$ cat src/include/gat_defines.svh
`ifndef GAT_DEFINES_SVH
`define GAT_DEFINES_SVH

// Layer dimensions
`define GAT_F_IN          8
`define GAT_F_OUT         4
`define GAT_MAX_NODES     4

// Datapath widths
`define GAT_DATA_W        8
`define GAT_COL_W         3
`define GAT_WH_W          20
`define GAT_SCORE_W       32
`define GAT_FEAT_W        32
`define GAT_SG_W          8

// Coefficient quantization
`define GAT_COEF_SHIFT    10
`define GAT_LRELU_SHIFT   3

// W matrix followed by a_hi and a_lo
`define GAT_WEIGHT_DEPTH  (`GAT_F_IN * `GAT_F_OUT + 2 * `GAT_F_OUT)
`define GAT_H_ADDR_W      12
`define GAT_NODE_ADDR_W   10
`define GAT_COEF_DEPTH    8

`endif

$ cat src/rtl/gat_pkg.sv
`include "gat_defines.svh"

package gat_pkg;

  typedef logic signed [`GAT_DATA_W-1:0]       data_t;
  typedef logic signed [`GAT_WH_W-1:0]         wh_elem_t;
  typedef logic signed [`GAT_FEAT_W-1:0]       feat_t;
  typedef logic [$clog2(`GAT_MAX_NODES)-1:0]   slot_t;
  typedef logic [$clog2(`GAT_MAX_NODES+1)-1:0] node_cnt_t;

  typedef struct packed {
    data_t                 value;
    logic [`GAT_COL_W-1:0] col;
  } h_entry_t;

  typedef struct packed {
    logic [$clog2(`GAT_F_IN+1)-1:0] row_len;
    node_cnt_t                      node_cnt;
    logic                           last;
  } node_info_t;

  typedef data_t [`GAT_F_OUT-1:0][`GAT_F_IN-1:0] weight_mat_t;

  typedef struct packed {
    data_t [`GAT_F_OUT-1:0] a_hi;
    data_t [`GAT_F_OUT-1:0] a_lo;
  } attn_vec_t;

  typedef wh_elem_t [`GAT_F_OUT-1:0] wh_row_t;

  typedef struct packed {
    logic    valid;
    logic    bank;
    slot_t   slot;
    wh_row_t data;
  } wh_req_t;

  typedef logic signed [`GAT_DATA_W-1:0] coef_t;
  typedef feat_t [`GAT_F_OUT-1:0] feat_vec_t;

  typedef enum logic [1:0] {WH_IDLE, WH_INFO, WH_FETCH, WH_WRITE} wh_state_e;
  typedef enum logic [1:0] {AG_IDLE, AG_READ, AG_ACCUM, AG_EMIT} aggr_state_e;

endpackage

$ cat src/rtl/weight_loader.sv
`timescale 1ns/100ps
`include "gat_defines.svh"

module weight_loader import gat_pkg::*; (
  input  logic                                 clk,
  input  logic                                 rst_n,
  input  logic                                 start_i,
  input  logic                                 wgt_load_done_i,
  input  data_t                                wgt_data_i,
  output logic [$clog2(`GAT_WEIGHT_DEPTH)-1:0] wgt_addr_o,
  output weight_mat_t                          weights_o,
  output attn_vec_t                            attn_o,
  output logic                                 w_ready_o
);

  localparam int AW      = $clog2(`GAT_WEIGHT_DEPTH);
  localparam int IW      = $clog2(`GAT_F_IN);
  localparam int OW      = $clog2(`GAT_F_OUT);
  localparam int W_WORDS = `GAT_F_IN * `GAT_F_OUT;

  logic          active;
  logic          ret_vld;
  logic [AW-1:0] ret_addr;

  always_ff @(posedge clk or negedge rst_n) begin
    if (!rst_n) begin
      active     <= 1'b0;
      ret_vld    <= 1'b0;
      ret_addr   <= '0;
      wgt_addr_o <= '0;
      w_ready_o  <= 1'b0;
    end else begin
      ret_vld  <= active;
      ret_addr <= wgt_addr_o;
      if (!start_i) begin
        active     <= 1'b0;
        wgt_addr_o <= '0;
        w_ready_o  <= 1'b0;
      end else if (active) begin
        // One address per cycle, stop after the last word
        if (wgt_addr_o == AW'(`GAT_WEIGHT_DEPTH - 1)) begin
          active     <= 1'b0;
          wgt_addr_o <= '0;
        end else begin
          wgt_addr_o <= wgt_addr_o + 1'b1;
        end
      end else if (ret_vld) begin
        w_ready_o <= 1'b1;
      end else if (!w_ready_o && wgt_load_done_i) begin
        active <= 1'b1;
      end
    end
  end

  // Returned word lands one cycle behind its address
  always_ff @(posedge clk) begin
    if (ret_vld) begin
      if (ret_addr < AW'(W_WORDS)) begin
        weights_o[ret_addr[IW+OW-1:IW]][ret_addr[IW-1:0]] <= wgt_data_i;
      end else if (ret_addr < AW'(W_WORDS + `GAT_F_OUT)) begin
        attn_o.a_hi[ret_addr[OW-1:0]] <= wgt_data_i;
      end else begin
        attn_o.a_lo[ret_addr[OW-1:0]] <= wgt_data_i;
      end
    end
  end

endmodule

$ cat config.mk
export PLATFORM = sky130hd
export DESIGN_NAME = weight_loader
export DESIGN_NICKNAME = d
export VERILOG_FILES = /design/src/rtl/gat_pkg.sv /design/src/rtl/weight_loader.sv
export VERILOG_INCLUDE_DIRS = /design/src /design/src/include
export SDC_FILE = /design/constraint.sdc
export NUM_CORES = 1
export LEC_CHECK = 0
export BUFFER_PORTS_ARGS = -buffer_cell sky130_fd_sc_hd__buf_4
export CAP_MARGIN = 20
export CORE_ASPECT_RATIO = 1.1
export CORE_MARGIN = 8
export CORE_UTILIZATION = 50
export CTS_BUF_LIST = sky130_fd_sc_hd__clkbuf_16
export CTS_CLUSTER_SIZE = 24
export DETAILED_ROUTE_END_ITERATION = 8
export GPL_TIMING_DRIVEN = 0
export PLACE_DENSITY = 0.79
export REMOVE_ABC_BUFFERS = 1
export SETUP_SLACK_MARGIN = 0.15
export SLEW_MARGIN = 20
export SYNTH_ARGS = -nofsm -noshare
export SYNTH_HDL_FRONTEND = slang
export SYNTH_SLANG_ARGS = --single-unit
export TNS_END_PERCENT = 1
$ cat constraint.sdc
create_clock -name clk -period 3.7 [get_ports clk]
set_input_delay 0.37 -clock clk [delete_from_list [all_inputs] [get_ports clk]]
set_output_delay 0.37 -clock clk [all_outputs]
set_load 0.005 [all_outputs]
# --- Yosys cells after proc, flatten, opt, wreduce, memory -nomap -nowiden ---
# Index checks and enable logic that the tools add are counted.
# Widths: inputs -> output; s select.
word_totals:
  register_bits: 335
  in_bits: 12
  out_inout_bits: 327
  wordCells: 89
op_classes:
  addsub: 1
  order_cmp: 8
  n_eq_ne: 4
  muxes: 20
  bitwise_logic: 2
  reduce_logical: 9
ops:
  columns: ["op", "n"]
  rows:
  - ["$bwmux 256", 1]
  - ["$demux 64 s2", 1]
  - ["$bwmux 32", 2]
  - ["$mux 64", 1]
  - ["$demux 8 s3", 1]
  - ["$mux 6", 3]
  - ["$demux 8 s2", 1]
  - ["$mux 8", 2]
  - ["$lt 6x6->1 const B", 2]
  - ["$mux 1", 8]
  - ["$add 6x1->6 const B", 1]
  - ["$eq 6x6->1 const B", 1]
  - ["$lt 2x3->1 const B", 2]
  - ["$reduce_and 3->1", 2]
  - ["$ge 2x1->1 const B", 2]
  - ["$logic_and 1x1->1", 4]
  - ["$lt 3x4->1 const B", 1]
  - ["$ne 2x1->1 const B", 2]
  - ["$reduce_and 2->1", 2]
  - ["$ge 3x1->1 const B", 1]
  - ["$ne 2x2->1 const B", 1]
  - ["$not 1->1", 2]
  - ["$logic_not 1->1", 1]

# --- Logic depth before layout (Yosys ltp) ---
# Gate-level depths: netlist of run 1.
depth:
  word_depth: 7
  mapped_depth: 4
  depth_no_buf: 4

# --- Worst setup path before layout of run 1 ---
# OpenSTA, ideal clock, no wires.
synth_timing:
  kind: "reg2reg"
  startpoint: "reg ret_addr[4]"
  endpoint: "reg attn_o[32] in the netlist's numbering, enable pin"
  setup_time_ns: 0.383
  t_arrival_ns: 1.345
  required_time_ns: 3.317
  setup_slack_ns: 1.971
  path_stages_with_launch: 4
  path_buffers: 0
  period_less_slack_ns: 1.729
  cell_sequence: "dfrtp_1 nor2_1 nand4b_1 nor3_1"
synth_between:
  elab_chain_cells: 3
  elab_cells_between_ends: 4
  classes_between: "order compare (2); bitwise (1); reduce/logical (1)"
synth_rtl:
  columns: ["item", "line", "source"]
  rows:
  - ["start: declaration", "weight_loader.sv:23", "logic [AW-1:0] ret_addr;"]
  - ["start signal: assignment", "weight_loader.sv:34", "ret_addr <= wgt_addr_o;"]
  - ["$lt 6x6->1", "weight_loader.sv:58", "if (ret_addr < AW'(W_WORDS)) begin"]
  - ["$not 1->1 (no source line)", null, null]
  - ["$reduce_and 3->1 (no source line) (*)", null, null]
  - ["end: declaration", "weight_loader.sv:12", "output attn_vec_t attn_o,"]
# Every way passes the cells marked *; elsewhere a longest branch is shown, timed or not.
# A chain may end at the register's enable or synchronous reset.

# --- Worst setup path in the final report of run 1 ---
layout_timing:
  startpoint: "reg ret_addr[5]"
  endpoint: "reg weights_o[19] in the netlist's numbering, enable pin"
layout_between:
  elab_chain_cells: 2
layout_rtl:
  columns: ["item", "line", "source"]
  rows:
  - ["$lt 6x6->1", "weight_loader.sv:58", null]
  - ["$reduce_and 2->1 (no source line)", null, null]
  - ["end signal: indexed assignment", "weight_loader.sv:59", "weights_o[ret_addr[IW+OW-1:IW]][ret_addr[IW-1:0]] <= wgt_data_i;"]
  - ["end: declaration", "weight_loader.sv:11", "output weight_mat_t weights_o,"]
# Every way passes these cells.

==> results of run 1 <==
==> state kept, by name (all words and copies together), names as in the netlist <==
name,cells
active,1
wgt_addr_o,6
attn_o,64
weights_o,256
w_ready_o,1
ret_addr,6
ret_vld,1
==> cells in the mapped netlist, drive strengths merged (3+ instances only) <==
master,n,area (µm²)
edfxtp,320,9610
nand3b,5,45.0
buf,6,37.5
nand2,7,26.3
nor2b,3,18.8
or2,3,18.8
nand3,3,20.0
dfrtp,15,375
nor2,41,154
nand2b,3,26.3
o21a,3,22.5
and2,3,21.3
==> report_power, final <==
part / total (W) / switching [W] / internal [W]
clock network: 0.00306 / 0.00127 / 0.00179
logic: 0.000148 / 0.000109 / 0.0000389
registers: 0.00419 / 0.0000209 / 0.00417
total: 0.00740 / 0.00140 / 0.00600
==> per-layer routing <==
metal / global-route usage (%) / vias to the layer above / wire, µm
li1: - / 2426 / -
met1: 22.8 / 2803 / 9840
met2: 36.4 / 296 / 14400
met3: 6.45 / 37 / 2640
met4: 5.50 / 0 / 492
met5: 0 / - / 0
==> metrics by stage <==
| stage | std cells | total power (W) | utilization (%) | cell area, µm² | hold slack [ns] |
|---|---|---|---|---|---|
| detailed placement | 1020 | 0.00442 | 64.8 | 13400 | 0.231 |
| global route | 1076 | 0.00759 | 69.7 | 14400 | 0.110 |
| CTS | 1076 | 0.00744 | 69.7 | 14400 | 0.0970 |
| finish | 1076 | 0.00740 | 69.7 | 14400 | 0.119 |
| floorplan | 426 | 0.00430 | - | 10500 | 0.0744 |
| global placement | 1020 | 0.00442 | 64.8 | 13400 | 0.225 |
==> placed cells by master, fill, tap and decap left out, drive strengths merged <==
cell type and n:
buf 338, edfxtp 320, nor2 41, clkbuf 31, dfrtp 15, clkinv 15, nand2 7, nand3b 5
bufinv 4, nor2b 3, o21a 3, inv 3, and2 3, nand2b 3, or2 3, nand3 3
a21oi 2, nand4 2, xnor2 2, nor3 2, clkinvlp 2, mux2i 1, o32a 1, o31ai 1
and2b 1, o311ai 1, or3 1, nand4b 1, and4bb 1, a21boi 1, nor4b 1, o221a 1
ha 1, dlygate4sd3 1
==> final cells by class <==
class | count | area (µm²) | area share, %
timing repair buffer | 339 | 2550 | 17.7
sequential | 335 | 9980 | 69.4
clock buffer | 31 | 776 | 5.39
tap | 256 | 320 | 2.23
multi-input combinational | 91 | 546 | 3.79
clock inverter | 24 | 216 | 1.50
==> worst reg2reg max path: stages, from the launching register on <==
cell and delay (ns):
dfrtp_1 0.41, and2b_1 0.31, nand2_1 0.38, nor2_1 0.71
==> kinds of logic after synthesis <==
| group | synth area share (%) |
|---|---|
| AO/OA/AOI/OAI | 0.853 |
| multiplexers | 0.0948 |
| AND/OR/NAND/NOR | 3.84 |
| XOR/XNOR | 0.166 |
| adder cells (fa/ha/maj) | 0.118 |
| flip-flops | 94.6 |
| buffers and inverters | 0.355 |
==> how the worst max path moves through the flow <==
stage                     startpoint                  endpoint  cells after the start  slack [ns]
2_1_floorplan  ret_addr[4]$_DFF_PN0_      attn_o[32]$_DFFE_PP_                      3        1.97
3_3_place_gp   ret_addr[5]$_DFF_PN0_   weights_o[20]$_DFFE_PP_                      3        1.59
3_5_place_dp   ret_addr[5]$_DFF_PN0_   weights_o[20]$_DFFE_PP_                      3        1.51
4_1_cts        ret_addr[5]$_DFF_PN0_   weights_o[16]$_DFFE_PP_                      3        1.50
5_1_grt        ret_addr[0]$_DFF_PN0_  weights_o[154]$_DFFE_PP_                      3        1.38
6_report       ret_addr[5]$_DFF_PN0_   weights_o[19]$_DFFE_PP_                      3        1.51
==> results.ini, run 1 <==
[grt]
grt_pass1_vias=5838
grt_antenna_before_repair=0
grt_overflow=0
grt_start_max_net_pins=41
grt_use_total_pct=20.2
grt_pass1_wl_um=38900

[cells_and_area]
diodes=0
final_nets=810
layout-drive-gt1-share_pct=48.4
areaGrowthSynthToFinish_pct=36.3
num-fill-cells=1272

[yosys]
avgSynthCellArea_um2=24.4
yosysSeqAreaShare_pct=94.6
synth_cell_types=36
synth_warnings=0
synthFlopType=edfxtp_1
async_reset_ff_share_pct=4.48
synth_cells=432
ys_ff_latch=335
synth-edff-count=320
synth_area_mm2=0.0106

[timing]
timing_worst_slew_pin_value_ns=0.786
finalCritPeriodShare_pct=59.2
min_period_ns=2.19
slew_viol_final=0
final.setup.worst_slack_ns=1.51
relSlewSlack_pct=47.4
hold_viol_final=0
rsz0062_at_grt=false
finClkSkew_ns=0.00933
setup_viol=0
finalSetupTns_ns=0
max_freq_mhz=456

[detailed_routing]
via_count=5562
drt_iter0_drc=376
wl_per_cell_um=25.5
drt_wl_total_um=27400
via_per_inst=5.17
ant_nets=0
drc=0
drtPass1Iterations=4

[flow_run]
maxCapViolCount=0

[placed_design]
dpl.hpwl_um=17900
io_buffer_count=338
dpl_worst_slack_ns=1.51
gp_congestion=0.765

[pwr]
power_density_mw_per_mm2=514
leakage_nw=5.35
peakVddDrop_v=0.000404

[worst_setup_path]
cp_slowest_cell=nor2_1
path_cells=and2b_1 -> nand2_1 -> nor2_1
start_kind=register
max_stage_delay_ns=0.71
cp_max_fo=8
rr_worst_depth=3
rr_startpoint=ret_addr[5]$_DFF_PN0_
cp-end-kind=register
path_class=reg2reg
r2r-end=weights_o[19]$_DFFE_PP_
required_ns=3.86
crit_buf_inv=0
rrSetupSlack_ns=1.51
worst_path_dominant_cell_family=simple AND/OR/NAND/NOR gates
cp.arrival_ns=2.35

[die]
start_util_pct=51.1
rows=55
die_y_um=168
die-width_um=155
die-area_mm2=0.0260
coreArea_mm2=0.0206
pin_count=339

[clocking]
cts_tree=done
clock_latency_ns=0.53
ctsResizeCount=0
clockBufferDepth=3
root_buffer=clkbuf_16
holdBufCountCts=1
clk_pin_slew_worst_paths_ns=0.06
h-tree-depth=1
cts_setup_buffers=0
cts_num_sinks=335
numCtsBuffers=30

[min_path]
hp-start=start_i
min_path_cells=2
hold_path_class=in2reg
min_to=wgt_addr_o[0]$_DFFE_PN0P_

[run_status]
status=finished, final reports clean

No activity file was read; power rests on OpenSTA's default activity.
==> run 2: changes to the inputs <==
--- a/config.mk
+++ b/config.mk
@@ -10,12 +10,12 @@
 export CAP_MARGIN = 20
 export CORE_ASPECT_RATIO = 1.1
 export CORE_MARGIN = 8
-export CORE_UTILIZATION = 50
+export CORE_UTILIZATION = 45
 export CTS_BUF_LIST = sky130_fd_sc_hd__clkbuf_16
 export CTS_CLUSTER_SIZE = 24
 export DETAILED_ROUTE_END_ITERATION = 8
 export GPL_TIMING_DRIVEN = 0
-export PLACE_DENSITY = 0.79
+export PLACE_DENSITY = 0.75
 export REMOVE_ABC_BUFFERS = 1
 export SETUP_SLACK_MARGIN = 0.15
 export SLEW_MARGIN = 20
==> constraint.sdc (replaced) <==
create_clock -name clk -period 1.9 [get_ports clk]
set_input_delay 0.19 -clock clk [delete_from_list [all_inputs] [get_ports clk]]
set_output_delay 0.19 -clock clk [all_outputs]
set_load 0.005 [all_outputs]
==> results.ini, run 2 (synthesis results as in run 1) <==
[run_status]
status=finished, final reports clean

[worst_setup_path]
start_kind=register
r2r-end=weights_o[24]$_DFFE_PP_
cp_max_fo=8
rr_startpoint=ret_addr[5]$_DFF_PN0_
required_ns=2.12
rr_worst_depth=3
max_stage_delay_ns=0.40
cp-end-kind=register
path_cells=and2b_4 -> nand2_2 -> nor2_4
cp.arrival_ns=2.00
crit_buf_inv=0
worst_path_dominant_cell_family=simple AND/OR/NAND/NOR gates
cp_slowest_cell=dfrtp_1
rrSetupSlack_ns=0.12
path_class=reg2reg

[timing]
hold_viol_final=0
min_period_ns=1.78
rsz0062_at_grt=true
timing_worst_slew_pin_value_ns=0.672
setup_viol=0
finClkSkew_ns=0.0123
finalCritPeriodShare_pct=93.5
slew_viol_final=0
relSlewSlack_pct=55.0
max_freq_mhz=563

[detailed_routing]
drt_wl_total_um=27400
drc=0
drtPass1Iterations=4
drt_iter0_drc=346
via_per_inst=4.86
wl_per_cell_um=24.2
via_count=5507
ant_nets=0

[cells_and_area]
final_common_cell=buf_4
largest_reg_flops=256
layout-drive-gt1-share_pct=53.4
layout_common_cells=341 x buf_4, 320 x edfxtp_1, 35 x nor2_4, 31 x clkbuf_16, 13 x dfrtp_1
final_nets=816
fin_util_pct=63.5
diodes=0
areaGrowthSynthToFinish_pct=40.3
fin_area_mm2=0.0148

[grt]
grt_start_max_net_pins=41
grt_antenna_before_repair=0
grt_pass1_wl_um=38600
grt_pass1_vias=5610
grt_use_total_pct=18.3
grt_overflow=0

[die]
start_util_pct=45.3
die_y_um=177
pin_count=339
die-width_um=162
die-area_mm2=0.0286
rows=59
coreArea_mm2=0.0233

[clocking]
clk_pin_slew_worst_paths_ns=0.06
cts_num_sinks=335
clock_latency_ns=0.54
numCtsBuffers=31
h-tree-depth=1
clockBufferDepth=3
cts_tree=done
root_buffer=clkbuf_16

[pwr]
leakage_nw=5.45
power_density_mw_per_mm2=970
peakVddDrop_v=0.000719
p_total_w=0.0144

[placed_design]
placed_area_mm2=0.0134
dpl.hpwl_um=17800
gp_congestion=0.704
io_buffer_count=338

[min_path]
hold_path_class=in2async

[flow_run]
maxCapViolCount=0

[run 2: cell count changes in the layout (fill, tap and decap cells not counted), moves of 2 or more]
| cell | delta |
|---|---|
| or2_4 | +2 |
| nor2_2 | +2 |
| inv_1 | +3 |
| nand3b_4 | +2 |
| dfrtp_2 | +2 |
| nand3b_2 | -2 |
| clkinv_2 | -2 |
| buf_4 | +3 |
| clkinv_1 | +2 |
| dfrtp_1 | -2 |
| nor2_1 | -37 |
| nor2_4 | +35 |
[run 2: timing repair]
action / in CTS / in global routing
hold endpoints to repair: 23 / 0
buffers inserted: 2 / 2
setup endpoints to repair: 312 / 271
hold buffers: 2 / 0
resized for setup: 81 / 5
pin swaps: 8 / 2
[run 2: worst max-delay path by stage]
stage / start / endpoint / slack (ns) / cells past startpoint
2_1_floorplan: ret_addr[4]$_DFF_PN0_ / attn_o[32]$_DFFE_PP_ / 0.17 / 3
3_3_place_gp: ret_addr[2]$_DFF_PN0_ / attn_o[34]$_DFFE_PP_ / -0.24 / 2
3_5_place_dp: ret_addr[2]$_DFF_PN0_ / attn_o[5]$_DFFE_PP_ / -0.28 / 2
4_1_cts: ret_addr[5]$_DFF_PN0_ / weights_o[38]$_DFFE_PP_ / 0.06 / 3
5_1_grt: ret_addr[2]$_DFF_PN0_ / attn_o[2]$_DFFE_PP_ / -0.0005 / 2
6_report: ret_addr[5]$_DFF_PN0_ / weights_o[24]$_DFFE_PP_ / 0.12 / 3
[run 2: report_power, final]
part / internal [W] / switching, W
clock: 0.00337 / 0.00250
sequential: 0.00812 / 0.0000431
combinational: 0.0000843 / 0.000243
total: 0.0116 / 0.00279
[run 2: worst register-to-register path, delay by kind of cell, from the launching register on]
family           cells  cell delay [ns]
DFF                  1             0.40
and+or+nand+nor      3             1.06
[run 2: layout make-up]
type / count / area [µm²]
clock buffer: 31 / 776
clock inverter: 27 / 208
fill: 1625 / 8520
multi-input combinational: 91 / 860
sequential: 335 / 9990
tap: 305 / 382
timing repair buffer: 344 / 2600
[run 2: layer usage]
metal  vias to the layer above  track usage, %  wire (µm)
li1                       2442               -          -
met1                      2768            20.7      10000
met2                       251            33.3      14500
met3                        46            4.98       2250
met4                         0            5.21        669
met5                         -               0          0
[run 2: through the flow]
step / worst slack, ns / hold WS (ns) / setup TNS [ns] / instances
3_5_place_dp: -0.278 / 0.0542 / -40.71 / 1069
6_report: 0.124 / 0.0792 / 0 / 1133
4_1_cts: 0.0601 / 0.0376 / 0 / 1131
2_1_floorplan: 0.171 / -0.106 / 0 / 426
3_3_place_gp: -0.237 / 0.0528 / -31.18 / 1069
5_1_grt: -0.000480 / 0.0799 / -0.000480 / 1133
==> run 3: changes to the inputs <==
--- a/config.mk
+++ b/config.mk
@@ -7,15 +7,13 @@
 export NUM_CORES = 1
 export LEC_CHECK = 0
 export BUFFER_PORTS_ARGS = -buffer_cell sky130_fd_sc_hd__buf_4
-export CAP_MARGIN = 20
 export CORE_ASPECT_RATIO = 1.1
 export CORE_MARGIN = 8
-export CORE_UTILIZATION = 45
+export CORE_UTILIZATION = 30
 export CTS_BUF_LIST = sky130_fd_sc_hd__clkbuf_16
 export CTS_CLUSTER_SIZE = 24
 export DETAILED_ROUTE_END_ITERATION = 8
 export GPL_TIMING_DRIVEN = 0
-export PLACE_DENSITY = 0.75
 export REMOVE_ABC_BUFFERS = 1
 export SETUP_SLACK_MARGIN = 0.15
 export SLEW_MARGIN = 20
==> results.ini, run 3 (synthesis results as in run 1) <==
[run_status]
status=finished, final reports clean

[cells_and_area]
post_layout_nonfiller_instances=1280
layout-drive-gt1-share_pct=54.2
fin_util_pct=43.3
num-fill-cells=3027
layout_common_cells=345 x buf_4, 320 x edfxtp_1, 37 x clkbuf_16, 33 x nor2_4, 11 x clkinv_1
areaGrowthSynthToFinish_pct=43.5
final_nets=826
largest_reg_flops=256
final_common_cell=buf_4
diodes=0

[worst_setup_path]
max_stage_delay_ns=0.39
crit_buf_inv=0
path_cells=and2b_4 -> nand3b_4 -> nor2_4
required_ns=2.08
cp.arrival_ns=1.95
path_class=reg2reg
cp_slowest_cell=dfrtp_1
cp_max_fo=8
start_kind=register
cp-end-kind=register
worst_path_dominant_cell_family=simple AND/OR/NAND/NOR gates

[detailed_routing]
drt_wl_total_um=30000
ant_nets=0
drtPass1Iterations=4
drt_iter0_drc=288
wl_per_cell_um=23.5
via_per_inst=4.33
via_count=5545
drc=0

[pwr]
p_total_w=0.0150
leakage_nw=5.52
peakVddDrop_v=0.000703
power_density_mw_per_mm2=990

[placed_design]
dp_cells=1208
dpl.hpwl_um=19400
io_buffer_count=338
gp_congestion=0.715

[timing]
finClkSkew_ns=0.0130
timing_worst_slew_pin_value_ns=0.753
slew_viol_final=0
max_freq_mhz=566
finalSetupTns_ns=0
rsz0062_at_grt=true
min_period_ns=1.77
setup_viol=0
relSlewSlack_pct=49.6
hold_viol_final=0
finalCritPeriodShare_pct=93.0

[clocking]
clk_pin_slew_worst_paths_ns=0.06
root_buffer=clkbuf_16
numCtsBuffers=35
cts_num_sinks=335
clockBufferDepth=3
cts_tree=done
clock_latency_ns=0.51
h-tree-depth=2

[die]
die_y_um=213
start_util_pct=30.2
die-area_mm2=0.0415
die-width_um=195
rows=72
pin_count=339
coreArea_mm2=0.0350

[min_path]
hold_path_class=in2async

[grt]
grt_pass1_vias=5726
grt_start_max_net_pins=41
grt_use_total_pct=13.9
grt_antenna_before_repair=0
grt_pass1_wl_um=42000
grt_overflow=0

[flow_run]
maxCapViolCount=0

## run 3: power breakdown
part / internal, W / switching (W) / total, W
registers: 0.00813 / 0.0000409 / 0.00817
logic: 0.000107 / 0.000262 / 0.000370
clock network: 0.00378 / 0.00268 / 0.00646
## run 3: area by class of cell
class                   instances  area [µm²]  share of cell area (%)
clock buffers                  37         926                    6.11
clock inverters                23         158                    1.04
multi-input cells              91         845                    5.58
flip-flops and latches        335        9990                    66.0
well taps                     444         556                    3.67
repair buffers                350        2670                    17.6
## run 3: final timing paths
| kind | from | to | slack (ns) | cells past startpoint |
|---|---|---|---|---|
| max in group asynchronous | rst_n | ret_addr[0]$_DFF_PN0_ | 1.62 | 2 |
| min in group clk | wgt_load_done_i | active$_DFF_PN0_ | 0.11 | 3 |
| max | ret_addr[5]$_DFF_PN0_ | weights_o[102]$_DFFE_PP_ | 0.13 | 3 |
| min reg2reg | wgt_addr_o[5]$_DFFE_PN0P_ | ret_addr[5]$_DFF_PN0_ | 0.48 | 0 |
| max reg2reg | ret_addr[5]$_DFF_PN0_ | weights_o[102]$_DFFE_PP_ | 0.13 | 3 |
| min | rst_n | ret_vld$_DFF_PN0_ | 0.07 | 2 |
## run 3: metal layers
layer	vias up	part of all wire (%)	GRT usage, %
met2	220	53	25.0
li1	2462	-	-
met5	-	0	0
met3	54	6.9	4.54
met1	2809	37	15.1
met4	0	3.4	5.47
## run 3: through the flow
step           hold WS, ns  area, µm²  setup WS (ns)
2_1_floorplan       -0.106      10500          0.171
3_3_place_gp        0.0520      13600         -0.283
3_5_place_dp        0.0543      13600         -0.338
4_1_cts             0.0460      15000       -0.00823
5_1_grt             0.0725      15100         0.0614
6_report            0.0724      15100          0.133
## run 3: what timing repair did
| action | 4_1_cts | 5_1_grt |
|---|---|---|
| cloned | 0 | 0 |
| setup endpoints to repair | 312 | 272 |
| buffers inserted | 2 | 8 |
| endpoints found under the hold margin | 22 | 0 |
| gates resized for setup | 74 | 13 |
| pin swaps | 8 | 5 |
| hold buffers | 2 | 0 |
