`src/include/gat_defines.svh`:
```
`ifndef GAT_DEFINES_SVH
`define GAT_DEFINES_SVH

// Layer dimensions
`define GAT_F_IN          8
`define GAT_F_OUT         4
`define GAT_MAX_NODES     4

// Datapath widths
`define GAT_DATA_W        8
`define GAT_COL_W         3
`define GAT_WH_W          20
`define GAT_SCORE_W       32
`define GAT_FEAT_W        32
`define GAT_SG_W          8

// Coefficient quantization
`define GAT_COEF_SHIFT    10
`define GAT_LRELU_SHIFT   3

// W matrix followed by a_hi and a_lo
`define GAT_WEIGHT_DEPTH  (`GAT_F_IN * `GAT_F_OUT + 2 * `GAT_F_OUT)
`define GAT_H_ADDR_W      12
`define GAT_NODE_ADDR_W   10
`define GAT_COEF_DEPTH    8

`endif

```
`src/rtl/gat_pkg.sv`:
```
`include "gat_defines.svh"

package gat_pkg;

  typedef logic signed [`GAT_DATA_W-1:0]       data_t;
  typedef logic signed [`GAT_WH_W-1:0]         wh_elem_t;
  typedef logic signed [`GAT_FEAT_W-1:0]       feat_t;
  typedef logic [$clog2(`GAT_MAX_NODES)-1:0]   slot_t;
  typedef logic [$clog2(`GAT_MAX_NODES+1)-1:0] node_cnt_t;

  typedef struct packed {
    data_t                 value;
    logic [`GAT_COL_W-1:0] col;
  } h_entry_t;

  typedef struct packed {
    logic [$clog2(`GAT_F_IN+1)-1:0] row_len;
    node_cnt_t                      node_cnt;
    logic                           last;
  } node_info_t;

  typedef data_t [`GAT_F_OUT-1:0][`GAT_F_IN-1:0] weight_mat_t;

  typedef struct packed {
    data_t [`GAT_F_OUT-1:0] a_hi;
    data_t [`GAT_F_OUT-1:0] a_lo;
  } attn_vec_t;

  typedef wh_elem_t [`GAT_F_OUT-1:0] wh_row_t;

  typedef struct packed {
    logic    valid;
    logic    bank;
    slot_t   slot;
    wh_row_t data;
  } wh_req_t;

  typedef logic signed [`GAT_DATA_W-1:0] coef_t;
  typedef feat_t [`GAT_F_OUT-1:0] feat_vec_t;

  typedef enum logic [1:0] {WH_IDLE, WH_INFO, WH_FETCH, WH_WRITE} wh_state_e;
  typedef enum logic [1:0] {AG_IDLE, AG_READ, AG_ACCUM, AG_EMIT} aggr_state_e;

endpackage

```
`src/rtl/wh_engine.sv`:
```
`timescale 1ns/100ps
`include "gat_defines.svh"

module wh_engine import gat_pkg::*; (
  input  logic                        clk,
  input  logic                        rst_n,
  input  logic                        w_ready_i,
  input  logic [`GAT_SG_W-1:0]        num_sg_i,
  input  node_info_t                  info_data_i,
  input  h_entry_t                    h_data_i,
  input  weight_mat_t                 weights_i,
  input  logic [1:0]                  bank_busy_i,
  input  logic                        fifo_full_i,
  output logic [`GAT_NODE_ADDR_W-1:0] info_addr_o,
  output logic [`GAT_H_ADDR_W-1:0]    h_addr_o,
  output wh_req_t                     wh_req_o,
  output wh_row_t                     row_o,
  output logic                        row_vld_o,
  output logic                        row_last_o,
  output logic                        sg_done_o,
  output logic                        sg_bank_o,
  output node_cnt_t                   node_cnt_o
);

  wh_state_e                          state;
  logic                               info_phase;
  node_info_t                         info;
  logic [$clog2(`GAT_F_IN+1)-1:0]     ent;
  slot_t                              slot;
  logic                               bank;
  logic [`GAT_SG_W-1:0]               sg_cnt;
  logic                               fin;
  logic                               wr_go;
  wh_row_t                            acc;
  logic signed [2*`GAT_DATA_W-1:0]    prod [`GAT_F_OUT];

  // First row of a subgraph needs a free bank
  assign wr_go = (state == WH_WRITE) && !fifo_full_i &&
                 !((slot == '0) && bank_busy_i[bank]);

  always_comb begin
    for (int o = 0; o < `GAT_F_OUT; o++) begin
      prod[o] = $signed(h_data_i.value) * $signed(weights_i[o][h_data_i.col]);
    end
  end

  always_ff @(posedge clk or negedge rst_n) begin
    if (!rst_n) begin
      state       <= WH_IDLE;
      info_phase  <= 1'b0;
      ent         <= '0;
      slot        <= '0;
      bank        <= 1'b0;
      sg_cnt      <= '0;
      fin         <= 1'b0;
      info_addr_o <= '0;
      h_addr_o    <= '0;
    end else begin
      case (state)
        WH_IDLE: begin
          if (!w_ready_i) begin
            fin         <= 1'b0;
            sg_cnt      <= '0;
            bank        <= 1'b0;
            info_addr_o <= '0;
            h_addr_o    <= '0;
          end else if (!fin && (num_sg_i != '0)) begin
            state <= WH_INFO;
          end
        end
        WH_INFO: begin
          info_phase <= !info_phase;
          if (info_phase) begin
            ent   <= '0;
            state <= WH_FETCH;
          end
        end
        WH_FETCH: begin
          // Addresses on 0..len-1, data one cycle later
          ent <= ent + 1'b1;
          if (ent == info.row_len) begin
            state <= WH_WRITE;
          end else begin
            h_addr_o <= h_addr_o + 1'b1;
          end
        end
        WH_WRITE: begin
          if (wr_go) begin
            info_addr_o <= info_addr_o + 1'b1;
            if (info.last) begin
              slot   <= '0;
              bank   <= !bank;
              sg_cnt <= sg_cnt + 1'b1;
              if (sg_cnt + 1'b1 == num_sg_i) begin
                fin   <= 1'b1;
                state <= WH_IDLE;
              end else begin
                state <= WH_INFO;
              end
            end else begin
              slot  <= slot + 1'b1;
              state <= WH_INFO;
            end
          end
        end
        default: state <= WH_IDLE;
      endcase
    end
  end

  always_ff @(posedge clk) begin
    if ((state == WH_INFO) && info_phase) begin
      info <= info_data_i;
    end
    if (state == WH_INFO) begin
      acc <= '0;
    end else if ((state == WH_FETCH) && (ent != '0)) begin
      for (int o = 0; o < `GAT_F_OUT; o++) begin
        acc[o] <= $signed(acc[o]) + prod[o];
      end
    end
  end

  assign wh_req_o.valid = wr_go;
  assign wh_req_o.bank  = bank;
  assign wh_req_o.slot  = slot;
  assign wh_req_o.data  = acc;
  assign row_o          = acc;
  assign row_vld_o      = wr_go;
  assign row_last_o     = info.last;
  assign sg_done_o      = wr_go && info.last;
  assign sg_bank_o      = bank;
  assign node_cnt_o     = info.node_cnt;

  a_row_len : assert property (@(posedge clk) disable iff (!rst_n)
    (state == WH_FETCH) |-> (info.row_len <= `GAT_F_IN));

  // Node count in the info word agrees with the rows written
  a_node_cnt : assert property (@(posedge clk) disable iff (!rst_n)
    sg_done_o |-> (node_cnt_o == slot + 1'b1));

endmodule

```
`config.mk`:
```
export PLATFORM = sky130hd
export DESIGN_NAME = wh_engine
export DESIGN_NICKNAME = d
export VERILOG_FILES = /design/src/rtl/gat_pkg.sv /design/src/rtl/wh_engine.sv
export VERILOG_INCLUDE_DIRS = /design/src /design/src/include
export SDC_FILE = /design/constraint.sdc
export NUM_CORES = 1
export LEC_CHECK = 0
export BUFFER_PORTS_ARGS = -buffer_cell sky130_fd_sc_hd__buf_4
export CORE_MARGIN = 8
export CORE_UTILIZATION = 60
export DETAILED_ROUTE_END_ITERATION = 10
export GPL_TIMING_DRIVEN = 0
export PLACE_DENSITY = 0.85
export REMOVE_ABC_BUFFERS = 1
export SLEW_MARGIN = 10
export SYNTH_ARGS = -nofsm -noshare
export SYNTH_HDL_FRONTEND = slang
export SYNTH_SLANG_ARGS = --single-unit
```
`constraint.sdc`:
```
create_clock -name clk -period 13.05 [get_ports clk]
set_input_delay 1.305 -clock clk [delete_from_list [all_inputs] [get_ports clk]]
set_output_delay 1.305 -clock clk [all_outputs]
set_load 0.005 [all_outputs]
```
Yosys cells after proc, flatten, opt, wreduce, memory -nomap -nowiden --
Cells that the tools add are included.
Word-level totals: register bits 129, logic and storage cells 110
Cells by class: eq/ne operators 14, multipliers 4, reduce and logical (&&, ||, !) cells 26, mux-type cells 39, add/subtract/negate cells 9, magnitude comparators 2
Operator list (count):
- binary-select mux 8 bit (select 3 bit) | 4
- adder 20 x 16 -> 20 bit | 4
- multiplier 8 x 8 -> 16 bit | 4
- 2-to-1 mux 8 bit | 7
- 2-to-1 mux 12 bit | 2
- one-hot mux 12 bit (2 select lines) | 1
- 2-to-1 mux 10 bit | 2
- one-hot mux 10 bit (2 select lines) | 1
- != test 2 bit (second input constant) | 8
- one-hot mux 8 bit (2 select lines) | 1
- 2-to-1 mux 2 bit | 7
- adder 12 x 1 -> 12 bit (second input constant) | 1
- adder 10 x 1 -> 10 bit (second input constant) | 1
- AND reduction 5 bit | 2
- 2-to-1 mux 1 bit | 9
- adder 8 x 1 -> 8 bit (second input constant) | 1
- == test 8 bit | 1
- one-hot mux 2 bit (4 select lines) | 1
- one-hot mux 4 bit (2 select lines) | 1
- nonzero test 8 bit | 1
- logical AND 1 bit | 7
- AND reduction 3 bit | 2
- nonzero test 2 bit | 3
- zero test 1 bit | 5
- other kinds (14) | 18

Logic depth before layout (Yosys ltp) --
Gate-level depths: netlist of the first run.
word-level depth 7, depth in mapped cells 24, mapped depth without buffers 22

Worst setup path before layout of the first run --
No wires, ideal clock.
kind input to register, from input port h_data_i[1] (netlist bit), to register acc, in the netlist row_o[39], required time 12933 ps, setup time 117 ps, path buffers 2, setup slack 5960 ps, cell stages on the path 20, arrival time 6973 ps, path through clkbuf_2 -> buf_1 -> mux4_2 -> mux2_2 -> and2_1 -> inv_1 -> fa_1 -> inv_1 -> fa_1 -> fa_1 -> fa_1 -> fa_1 -> ha_1 -> nor4_1 -> o21ai_1 -> a31o_2 -> nand3_1 -> a31oi_1 -> or3_1 -> a32o_1
On the way: longest elaborated chain between the ends 4
RTL lines:
- start: declaration | line wh_engine.sv:10 | input h_entry_t h_data_i,
- binary-select mux 8 bit (select 3 bit) | line wh_engine.sv:43 | prod[o] = $signed(h_data_i.value) * $signed(weights_i[o][h_data_i.col]);
- 2-to-1 mux 8 bit (implied by the code) | line wh_engine.sv:43
- multiplier 8 x 8 -> 16 bit | line wh_engine.sv:43
- adder 20 x 16 -> 20 bit | line wh_engine.sv:119 | acc[o] <= $signed(acc[o]) + prod[o];
- end signal: indexed assignment | line wh_engine.sv:119
- end: declaration | line wh_engine.sv:34 | wh_row_t acc;
Every way passes these cells. The select of a mux whose other input is x is not followed. A chain may end at the register's enable or synchronous reset.

Worst setup path in the final report of the first run --
from input port h_data_i[0] (netlist bit), to register acc, in the netlist row_o[79]
Same word-level chain as after synthesis.

==> results of run 1 <==
## power by group
part	total, mW	leakage [nW]	switching, mW	internal, mW
Combinational	6.99	11.4	3.88	3.11
Clock	0.471	0.269	0.223	0.248
Sequential	0.649	1.28	0.140	0.509
Total	8.11	12.9	4.24	3.87
## stage by stage
step | utilization [%] | cell area [sq um] | hold slack, ns | power, mW
after global routing | 71.6 | 26100 | 0.494 | 9.01
after floorplan | - | 21200 | 0.444 | 5.72
after global placement | 69.6 | 25400 | 0.459 | 7.13
after detailed placement | 70.0 | 25600 | 0.466 | 7.51
final | 71.6 | 26100 | 0.474 | 8.11
after CTS | 71.5 | 26100 | 0.478 | 8.06
## sequential cells by signal (all words and copies together) (netlist names)
name	flops
info	4
h_addr_o	12
row_o	80
state	2
fin	1
ent	4
info_phase	1
row_last_o	1
sg_cnt	8
info_addr_o	10
node_cnt_o	3
slot	2
sg_bank_o	1
## synth_stat cells (54+ instances only)
| cell type | number |
|---|---|
| a21oi_1 | 92 |
| buf_4 | 86 |
| clkbuf_1 | 54 |
| dfxtp_1 | 80 |
| fa_1 | 352 |
| ha_1 | 194 |
| inv_1 | 410 |
| mux4_2 | 64 |
| nand2_1 | 189 |
| nor2_1 | 85 |
| nor2b_1 | 128 |
| o21ai_0 | 76 |
| xnor2_1 | 70 |
## final cells by class
type,count,share of cell area [%]
antenna,2,0.0191
clock buffer,17,1.63
clock inverter,15,0.464
inverter,410,5.89
multi-input combinational,1601,64.5
sequential,129,11.0
tap,468,2.24
timing repair buffer,486,14.3
## routing by layer
layer  vias up  global-route usage, %  routed length [um]
met5         -                      0                  36
met4         6                   11.8                2470
met3       155                   5.94                4450
met2       779                   53.9               33900
met1      9141                   37.2               25700
li1       7998                      -                   -
## path summary, 6_finish.rpt
path                                     endpoint  slack [ns]
setup / recovery           row_o[79]$_SDFFE_PP0P_        5.20
hold / removal             info_phase$_DFFE_PN0P_        0.47
setup reg to reg           row_o[76]$_SDFFE_PP0P_        7.90
hold reg to reg            info_phase$_DFFE_PN0P_        0.47
max in group asynchronous      ent[2]$_DFFE_PN0P_       11.84
min in group asynchronous   sg_cnt[4]$_DFFE_PN0P_        0.82
## worst max-delay path, cell delays in order
cell and delay [ns]:
buf_6 0.66, mux4_2 0.59, mux2i_1 0.91, nor2b_1 0.17, fa_1 0.59, inv_1 0.06, fa_1 0.54, inv_1 0.05
fa_1 0.49, fa_1 0.45, fa_1 0.47, ha_1 0.33, o21ai_0 0.13, o21bai_1 0.19, a21oi_1 0.13, o211ai_1 0.48
nand2_1 0.10, a221oi_1 0.33, o2111ai_1 0.15
## cell families after synthesis
family,count (synthesis),synth area share (%)
AOI/OAI and AO/OA,280,7.74
xor gates and xnor gates,96,3.79
adders and majority gates,546,42.7
buffers and inverters,569,11.2
DFF,129,12.9
muxes,106,8.64
and+or+nand+nor,573,13.0
==> results.tsv, run 1 <==
metric	value	unit
worstSetupEndpointType	flip-flop	
vias_per_cell	5.78	
drt_iter0_drc	1130	
synth_top_area_share	31.8	%
grt_pass1_wl	106	mm
overflow	0	
die_w	208	um
routed_wl	66.5	mm
synth_area	22200	sq um
hp-class	flip-flop to flip-flop	
power_density	310	nW/um^2
dp_cells	3094	
dr.pass1.iters	5	
hpwlAfterDp	53.8	mm
synth-seq-cells	129	
grt_max_degree	65	
cts_tree	yes	
synth_edf_count	8	
synth_area_leader_cell	fa_1	
cts_setup_buffers	0	
clk_pin_slew	0.06	ns
status	complete, no violations	
start_util	60.8	%
slew-limit-headroom	20.4	%
antenna_found_initial	5	
area_growth	17.8	%
cts_buffers	17	
clock_skew	0.00964	ns
max_cap_viol_count	0	
min_from	info_phase$_DFFE_PN0P_	
synth_ff_type	dfxtp_1	
final.setup.tns	0	ns
root_buffer	clkbuf_16	
wl_per_cell	21.3	um
cts_sinks	129	
worstPathMaxFanout	64	
reg2reg_from	row_o[64]$_SDFFE_PP0P_	
ys_types	73	
fmax	0.127	GHz
slew_viol_final	0	
async_flop_share	31.8	%
clock_latency	0.46	ns
postCtsHoldBufs	0	
min_path_cells	1	
cts_buffer_depth	2	
ys.warnings.count	0	
route.detailed.drc	0	
timing.final.crit_share	60.1	%
setup_ws	5.20	ns
cp-startpoint	h_data_i[0]	
ys_top_cells_by_area	fa_1 32%, ha_1 11%, dfxtp_1 7.2%, inv_1 6.9%, mux4_2 6.5%	
rsz0062_at_grt	false	
ios	482	
fin_nets	3480	
layoutNonFillerInstCount	3128	
grtUsageTotal	30.8	%
gp_congestion	0.971	
std_cell_rows	70	
numPortBuffers	481	
ys_seq_area_share	12.9	%
drive_above_1_share	23.4	%
place_ws	4.52	ns
path_class	primary input to flip-flop	
max_slew.worst_pin.slew	1.16	ns
critPathRequiredTime	13.37	ns
timing.final.hold_violations	0	
setup_viol_count_final	0	
ir_drop	0.233	mV
period_minus_slack	7.85	ns
num_vias	18079	
floorplan.die_area	43400	sq um
grt_pass1_vias	19617	
post_synth.cell_area_avg	9.65	sq um
multi_input_area	16900	sq um
seq_area	2870	sq um
die_h	208	um
most-common-layout-cells	480 x buf_4, 410 x inv_1, 352 x fa_1	
core_area	36500	sq um
cp-start-kind	primary input	
r2r_cells	19	
cp.arrival	8.17	ns
layout_commonest_cell	buf_4	
p_leak	12.9	nW
drtAntennaViolNets	0	
n_fill_cell	2657	
cts_resized	0	
cts-htree-levels	4	
syn_inst	2299	
Power figures use the tool's default switching activity.
==> inputs of run 2 (changes only) <==
--- a/config.mk
+++ b/config.mk
@@ -8,10 +8,10 @@
 export LEC_CHECK = 0
 export BUFFER_PORTS_ARGS = -buffer_cell sky130_fd_sc_hd__buf_4
 export CORE_MARGIN = 8
-export CORE_UTILIZATION = 60
+export CORE_UTILIZATION = 57
 export DETAILED_ROUTE_END_ITERATION = 10
 export GPL_TIMING_DRIVEN = 0
-export PLACE_DENSITY = 0.85
+export PLACE_DENSITY = 0.81
 export REMOVE_ABC_BUFFERS = 1
 export SLEW_MARGIN = 10
 export SYNTH_ARGS = -nofsm -noshare
==> constraint.sdc (replaced) <==
create_clock -name clk -period 8.15 [get_ports clk]
set_input_delay 0.815 -clock clk [delete_from_list [all_inputs] [get_ports clk]]
set_output_delay 0.815 -clock clk [all_outputs]
set_load 0.005 [all_outputs]
==> results.tsv, run 2 (synthesis gave the netlist of run 1 again) <==
metric	value	unit	change
cts_buffers	17		unchanged
power_density	493	nW/um^2	+59%
fin_util	68.1	%	-3.5 points
fin_nets	3480		unchanged
dr.pass1.iters	5		unchanged
n_fill_cell	2962		+11%
final_cell_area	26200	sq um	+0.40%
route.detailed.drc	0		unchanged
hpwlAfterDp	53.4	mm	-0.71%
drtAntennaViolNets	0		unchanged
antenna_found_initial	9		+4
floorplan.die_area	45500	sq um	+4.9%
vias_per_cell	5.64		-2.4%
max_cap_viol_count	0		unchanged
switchingPower	6.74	mW	+59%
num_vias	17922		-0.87%
rsz0062_at_grt	false		
ios	482		unchanged
overflow	0		unchanged
dp_cells	3144		+1.6%
p_leak	12.9	nW	about the same
layoutNonFillerInstCount	3177		+1.6%
root_buffer	clkbuf_16		
hp-class	primary input to async pin		
std_cell_rows	72		+2.9%
core_area	38600	sq um	+5.6%
cts_setup_buffers	0		unchanged
drive_above_1_share	23.5	%	+0.075 points
fmax	0.137	GHz	
clk_pin_slew	0.06	ns	about the same
die_w	213	um	+2.4%
path_cells	buf_6, mux4_2, mux2i_1, nor2b_1, fa_1, inv_1, fa_1, inv_1, fa_1, fa_1, fa_1, ha_1, o21a_1, o21ai_0, a211oi_1, o21ai_0, mux2_2, o22ai_1		
cts_resized	0		unchanged
grt_pass1_wl	104	mm	-1.3%
placedInstanceArea	25600	sq um	+0.24%
swShare	52.0	%	-0.28 points
slew_viol_final	0		unchanged
numPortBuffers	481		unchanged
cts_sinks	129		unchanged
layout_commonest_cell	buf_4		
die_h	213	um	+2.4%
slowest_delay	0.84	ns	-0.07 ns
start_util	57.6	%	-3.2 points
critPathRequiredTime	8.51	ns	-4.86 ns
cts-htree-levels	4		unchanged
cp-start-kind	primary input		
grt_max_degree	75		+15%
most-common-layout-cells	480 x buf_4, 410 x inv_1, 352 x fa_1		
slew-limit-headroom	25.5	%	+5.1 points
worstPathMaxFanout	64		unchanged
finalPower	12.9	mW	+60%
critPathSlowestCell	mux2i_1		
cts_buffer_depth	2		unchanged
grt_pass1_vias	19586		-0.16%
p_seq_share	8.0	%	about the same
wl_per_cell	20.8	um	-2.2%
timing.final.hold_violations	0		unchanged
postCtsHoldBufs	0		unchanged
path_class	primary input to flip-flop		
ir_drop	0.398	mV	+71%
clock_skew	0.0129	ns	+0.00331 ns
worstSetupEndpointType	flip-flop		
critPathMostFrequentCell	fa_1		
cts_tree	yes		
cp.arrival	7.65	ns	-0.52 ns
max_slew.worst_pin.slew	1.09	ns	-0.0747 ns
grtUsageTotal	29.4	%	-1.4 points
largest_reg_flops	80		unchanged
area_growth	18.2	%	
timing.final.crit_share	89.4	%	
drt_iter0_drc	1111		-1.7%
gp_congestion	0.953		-1.8%
status	complete, no violations		
clkPwrFrac	6.2	%	+0.4 points
p_comb_share	85.8	%	-0.4 points
clock_latency	0.45	ns	about the same
routed_wl	66.1	mm	-0.67%
setup_viol_count_final	0		unchanged
period_minus_slack	7.29	ns	
p_int	6.21	mW	+61%
run 2: stage by stage:
step                setup slack [ns]  TNS [ns]  hold slack, ns
floorplan                       1.97         0           0.444
global placement              -0.313     -1.21           0.458
detailed placement             0.156         0           0.465
CTS                            0.599         0           0.347
global route                   0.433         0           0.378
finish                         0.861         0           0.334
run 2: path summary, 6_finish.rpt:
check	start	end	slack, ns	depth (start not counted)
min in group clk	info_phase$_DFFE_PN0P_	info_phase$_DFFE_PN0P_	0.48	1
worst min register to register	info_phase$_DFFE_PN0P_	info_phase$_DFFE_PN0P_	0.48	1
worst min-delay path	rst_n	sg_cnt[2]$_DFFE_PN0P_	0.33	1
worst max-delay path	h_data_i[0]	row_o[76]$_SDFFE_PP0P_	0.86	18
max in group asynchronous	rst_n	h_addr_o[0]$_DFFE_PN0P_	7.43	1
worst max register to register	row_o[66]$_SDFFE_PP0P_	row_o[76]$_SDFFE_PP0P_	2.96	17
run 2: final cells by class:
| class | instances | area (sq um) | share of cell area (%) |
|---|---|---|---|
| diodes | 1 | 2.50 | 0.00954 |
| clock buffers | 20 | 478 | 1.82 |
| inverters | 410 | 1540 | 5.86 |
| flip-flops and latches | 129 | 2870 | 10.9 |
| repair buffers | 486 | 3720 | 14.2 |
| well taps | 518 | 648 | 2.47 |
| multi-input cells | 1601 | 16900 | 64.3 |
| clock inverters | 12 | 114 | 0.434 |
run 2: metal layers:
| metal | up-vias | wire [um] | GRT usage [%] |
|---|---|---|---|
| met2 | 766 | 33100 | 50.2 |
| met4 | 10 | 2700 | 12.6 |
| met1 | 8977 | 25400 | 36.3 |
| met3 | 160 | 4870 | 5.53 |
| met5 | - | 69 | 0 |
| li1 | 8009 | - | - |
run 2: critical path: cells and delay by family:
| family | cells | cell delay, ns |
|---|---|---|
| adders and majority gates | 6 | 2.84 |
| muxes | 3 | 1.81 |
| AOI/OAI and AO/OA | 5 | 1.22 |
| and+or+nand+nor | 1 | 0.16 |
| buffers and inverters | 3 | 0.76 |
run 2: power by group through the flow:
stage                     clock network [mW]  logic (mW)  registers [mW]
after floorplan                            0        8.16            1.00
after global placement                     0        10.4            1.04
after detailed placement                   0        10.9            1.05
after CTS                              0.812        11.1            1.04
after global routing                   0.835        12.6            1.06
final                                  0.803        11.1            1.04
==> inputs of run 3 (changes only) <==
--- a/config.mk
+++ b/config.mk
@@ -8,10 +8,10 @@
 export LEC_CHECK = 0
 export BUFFER_PORTS_ARGS = -buffer_cell sky130_fd_sc_hd__buf_4
 export CORE_MARGIN = 8
-export CORE_UTILIZATION = 57
+export CORE_UTILIZATION = 40
 export DETAILED_ROUTE_END_ITERATION = 10
 export GPL_TIMING_DRIVEN = 0
-export PLACE_DENSITY = 0.81
+export PLACE_DENSITY_LB_ADDON = 0.12
 export REMOVE_ABC_BUFFERS = 1
 export SLEW_MARGIN = 10
 export SYNTH_ARGS = -nofsm -noshare
==> constraint.sdc (replaced) <==
create_clock -name clk -period 6.4 [get_ports clk]
set_input_delay 0.64 -clock clk [delete_from_list [all_inputs] [get_ports clk]]
set_output_delay 0.64 -clock clk [all_outputs]
set_load 0.005 [all_outputs]
==> results.tsv, run 3 (synthesis gave the netlist of run 1 again) <==
metric	value	unit	change
status	complete, no violations		
multi_input_area	17000	sq um	+0.67%
ios	482		unchanged
cts_tree	yes		
cts_buffer_depth	2		unchanged
core_area	55000	sq um	+43%
largest_reg_flops	80		unchanged
rrSetupSlack	1.31	ns	-1.65 ns
grt_max_degree	65		-13%
fin_util	48.6	%	-20 points
overflow	0		unchanged
drtAntennaViolNets	0		unchanged
hp-class	primary input to async pin		
cp-endpoint	row_o[39]$_SDFFE_PP0P_		
r2r-end	row_o[39]$_SDFFE_PP0P_		
floorplan.die_area	63300	sq um	+39%
num_vias	17252		-3.7%
layout_commonest_cell	buf_4		
place_ws	-1.31	ns	-1.46 ns
dr.pass1.iters	9		+4
area_growth	20.3	%	
timing.hold.ws	0.136	ns	-0.198 ns
critical_path.top_delay_family	adder cells		
p_leak	13.0	nW	+0.22%
timing.final.crit_share	96.4	%	
wl_per_cell	19.2	um	-7.8%
root_buffer	clkbuf_16		
r2r_cells	17		unchanged
num_antenna_cells	0		-1
power_density	613	nW/um^2	+24%
layoutNonFillerInstCount	3409		+7.3%
setup_viol_count_final	0		unchanged
die_w	252	um	+18%
slew_viol_final	0		unchanged
cts-htree-levels	4		unchanged
path_buf_inv	2		-1
grtUsageTotal	20.7	%	-8.7 points
fin_nets	3483		+0.086%
cp-startpoint	h_data_i[0]		
seq_area	2870	sq um	unchanged
max_cap_viol_count	0		unchanged
n_fill_cell	5164		+74%
numPortBuffers	481		unchanged
dp_cells	3374		+7.3%
cp.arrival	6.54	ns	-1.11 ns
final.setup.tns	0	ns	unchanged
setup_ws	0.232	ns	-0.630 ns
path_cells	clkbuf_16, mux4_2, mux2i_2, nand2b_1, fa_1, fa_1, inv_1, fa_1, fa_1, fa_1, ha_1, nor4_1, o21ai_1, a31o_2, nand3_1, a31oi_1, or3_1, a32o_1		
vias_per_cell	5.06		-10%
start_util	40.4	%	-17 points
ir_drop	0.395	mV	-0.69%
critPathRequiredTime	6.77	ns	-1.74 ns
route.detailed.drc	0		unchanged
worstSetupEndpointType	flip-flop		
max_slew.worst_pin.slew	1.00	ns	-0.0833 ns
antenna_found_initial	0		-9
path_class	primary input to flip-flop		
period_minus_slack	6.17	ns	
routed_wl	65.4	mm	-1.1%
cp-start-kind	primary input		
clk_pin_slew	0.07	ns	about the same
cts_sinks	129		unchanged
die_h	252	um	+18%
postCtsHoldBufs	0		unchanged
gp_congestion	0.898		-5.7%
cp_num_cells	18		unchanged
fmax	0.162	GHz	
clock_skew	0.0133	ns	+0.000355 ns
reg2reg_from	row_o[26]$_SDFFE_PP0P_		
hpwlAfterDp	53.2	mm	-0.44%
drt_iter0_drc	831		-25%
timing.final.hold_violations	0		unchanged
critPathSlowestCell	mux4_2		
clock_latency	0.48	ns	+0.03 ns
critPathMostFrequentCell	fa_1		
grt_pass1_vias	18847		-3.8%
std_cell_rows	86		+19%
cts_buffers	17		unchanged
grt_pass1_wl	104	mm	about the same
final_cell_area	26700	sq um	+1.7%
slew-limit-headroom	33.1	%	+7.6 points
finalPower	16.4	mW	+26%
drive_above_1_share	24.1	%	+0.65 points
most-common-layout-cells	480 x buf_4, 410 x inv_1, 352 x fa_1		
placedInstanceArea	25900	sq um	+1.1%
slowest_delay	0.59	ns	-0.25 ns
worstPathMaxFanout	32		-50%
==> run 3: worst min-delay path by stage <==
stage / from / to / slack (ns) / depth (start not counted)
global route: rst_n / info_addr_o[7]$_DFFE_PN0P_ / 0.17 / 1
finish: rst_n / info_addr_o[7]$_DFFE_PN0P_ / 0.14 / 1
global placement: row_o[43]$_SDFFE_PP0P_ / row_o[43]$_SDFFE_PP0P_ / 0.48 / 2
detailed placement: info_phase$_DFFE_PN0P_ / info_phase$_DFFE_PN0P_ / 0.48 / 1
floorplan: rst_n / ent[0]$_DFFE_PN0P_ / 0.34 / 0
CTS: rst_n / info_addr_o[7]$_DFFE_PN0P_ / 0.13 / 1
==> run 3: area by class of cell <==
| cell class | count | share of cell area [%] |
|---|---|---|
| Tap cell | 748 | 3.51 |
| Timing Repair Buffer | 489 | 14.2 |
| Inverter | 410 | 5.76 |
| Clock buffer | 18 | 1.61 |
| Multi-Input combinational cell | 1601 | 63.6 |
| Clock inverter | 14 | 0.553 |
| Sequential cell | 129 | 10.7 |
==> run 3: where the power goes <==
part / internal, mW / switching, mW / total [mW]
registers: 1.04 / 0.302 / 1.34
logic: 6.35 / 7.67 / 14.0
clock network: 0.549 / 0.464 / 1.01
total: 7.93 / 8.44 / 16.4
==> run 3: per-layer routing <==
layer	wire, um	global-route usage, %	vias up
li1	-	-	8008
met1	27000	25.8	8722
met2	33800	37.2	468
met3	3470	3.69	54
met4	1130	4.81	0
met5	0	0	-
==> run 3: what timing repair did <==
item | in CTS | in global routing
setup buffers | 2 | 0
setup endpoints to repair | 41 | 26
pin swaps | 1 | 1
gates cloned | 0 | 1
resized for setup | 22 | 13
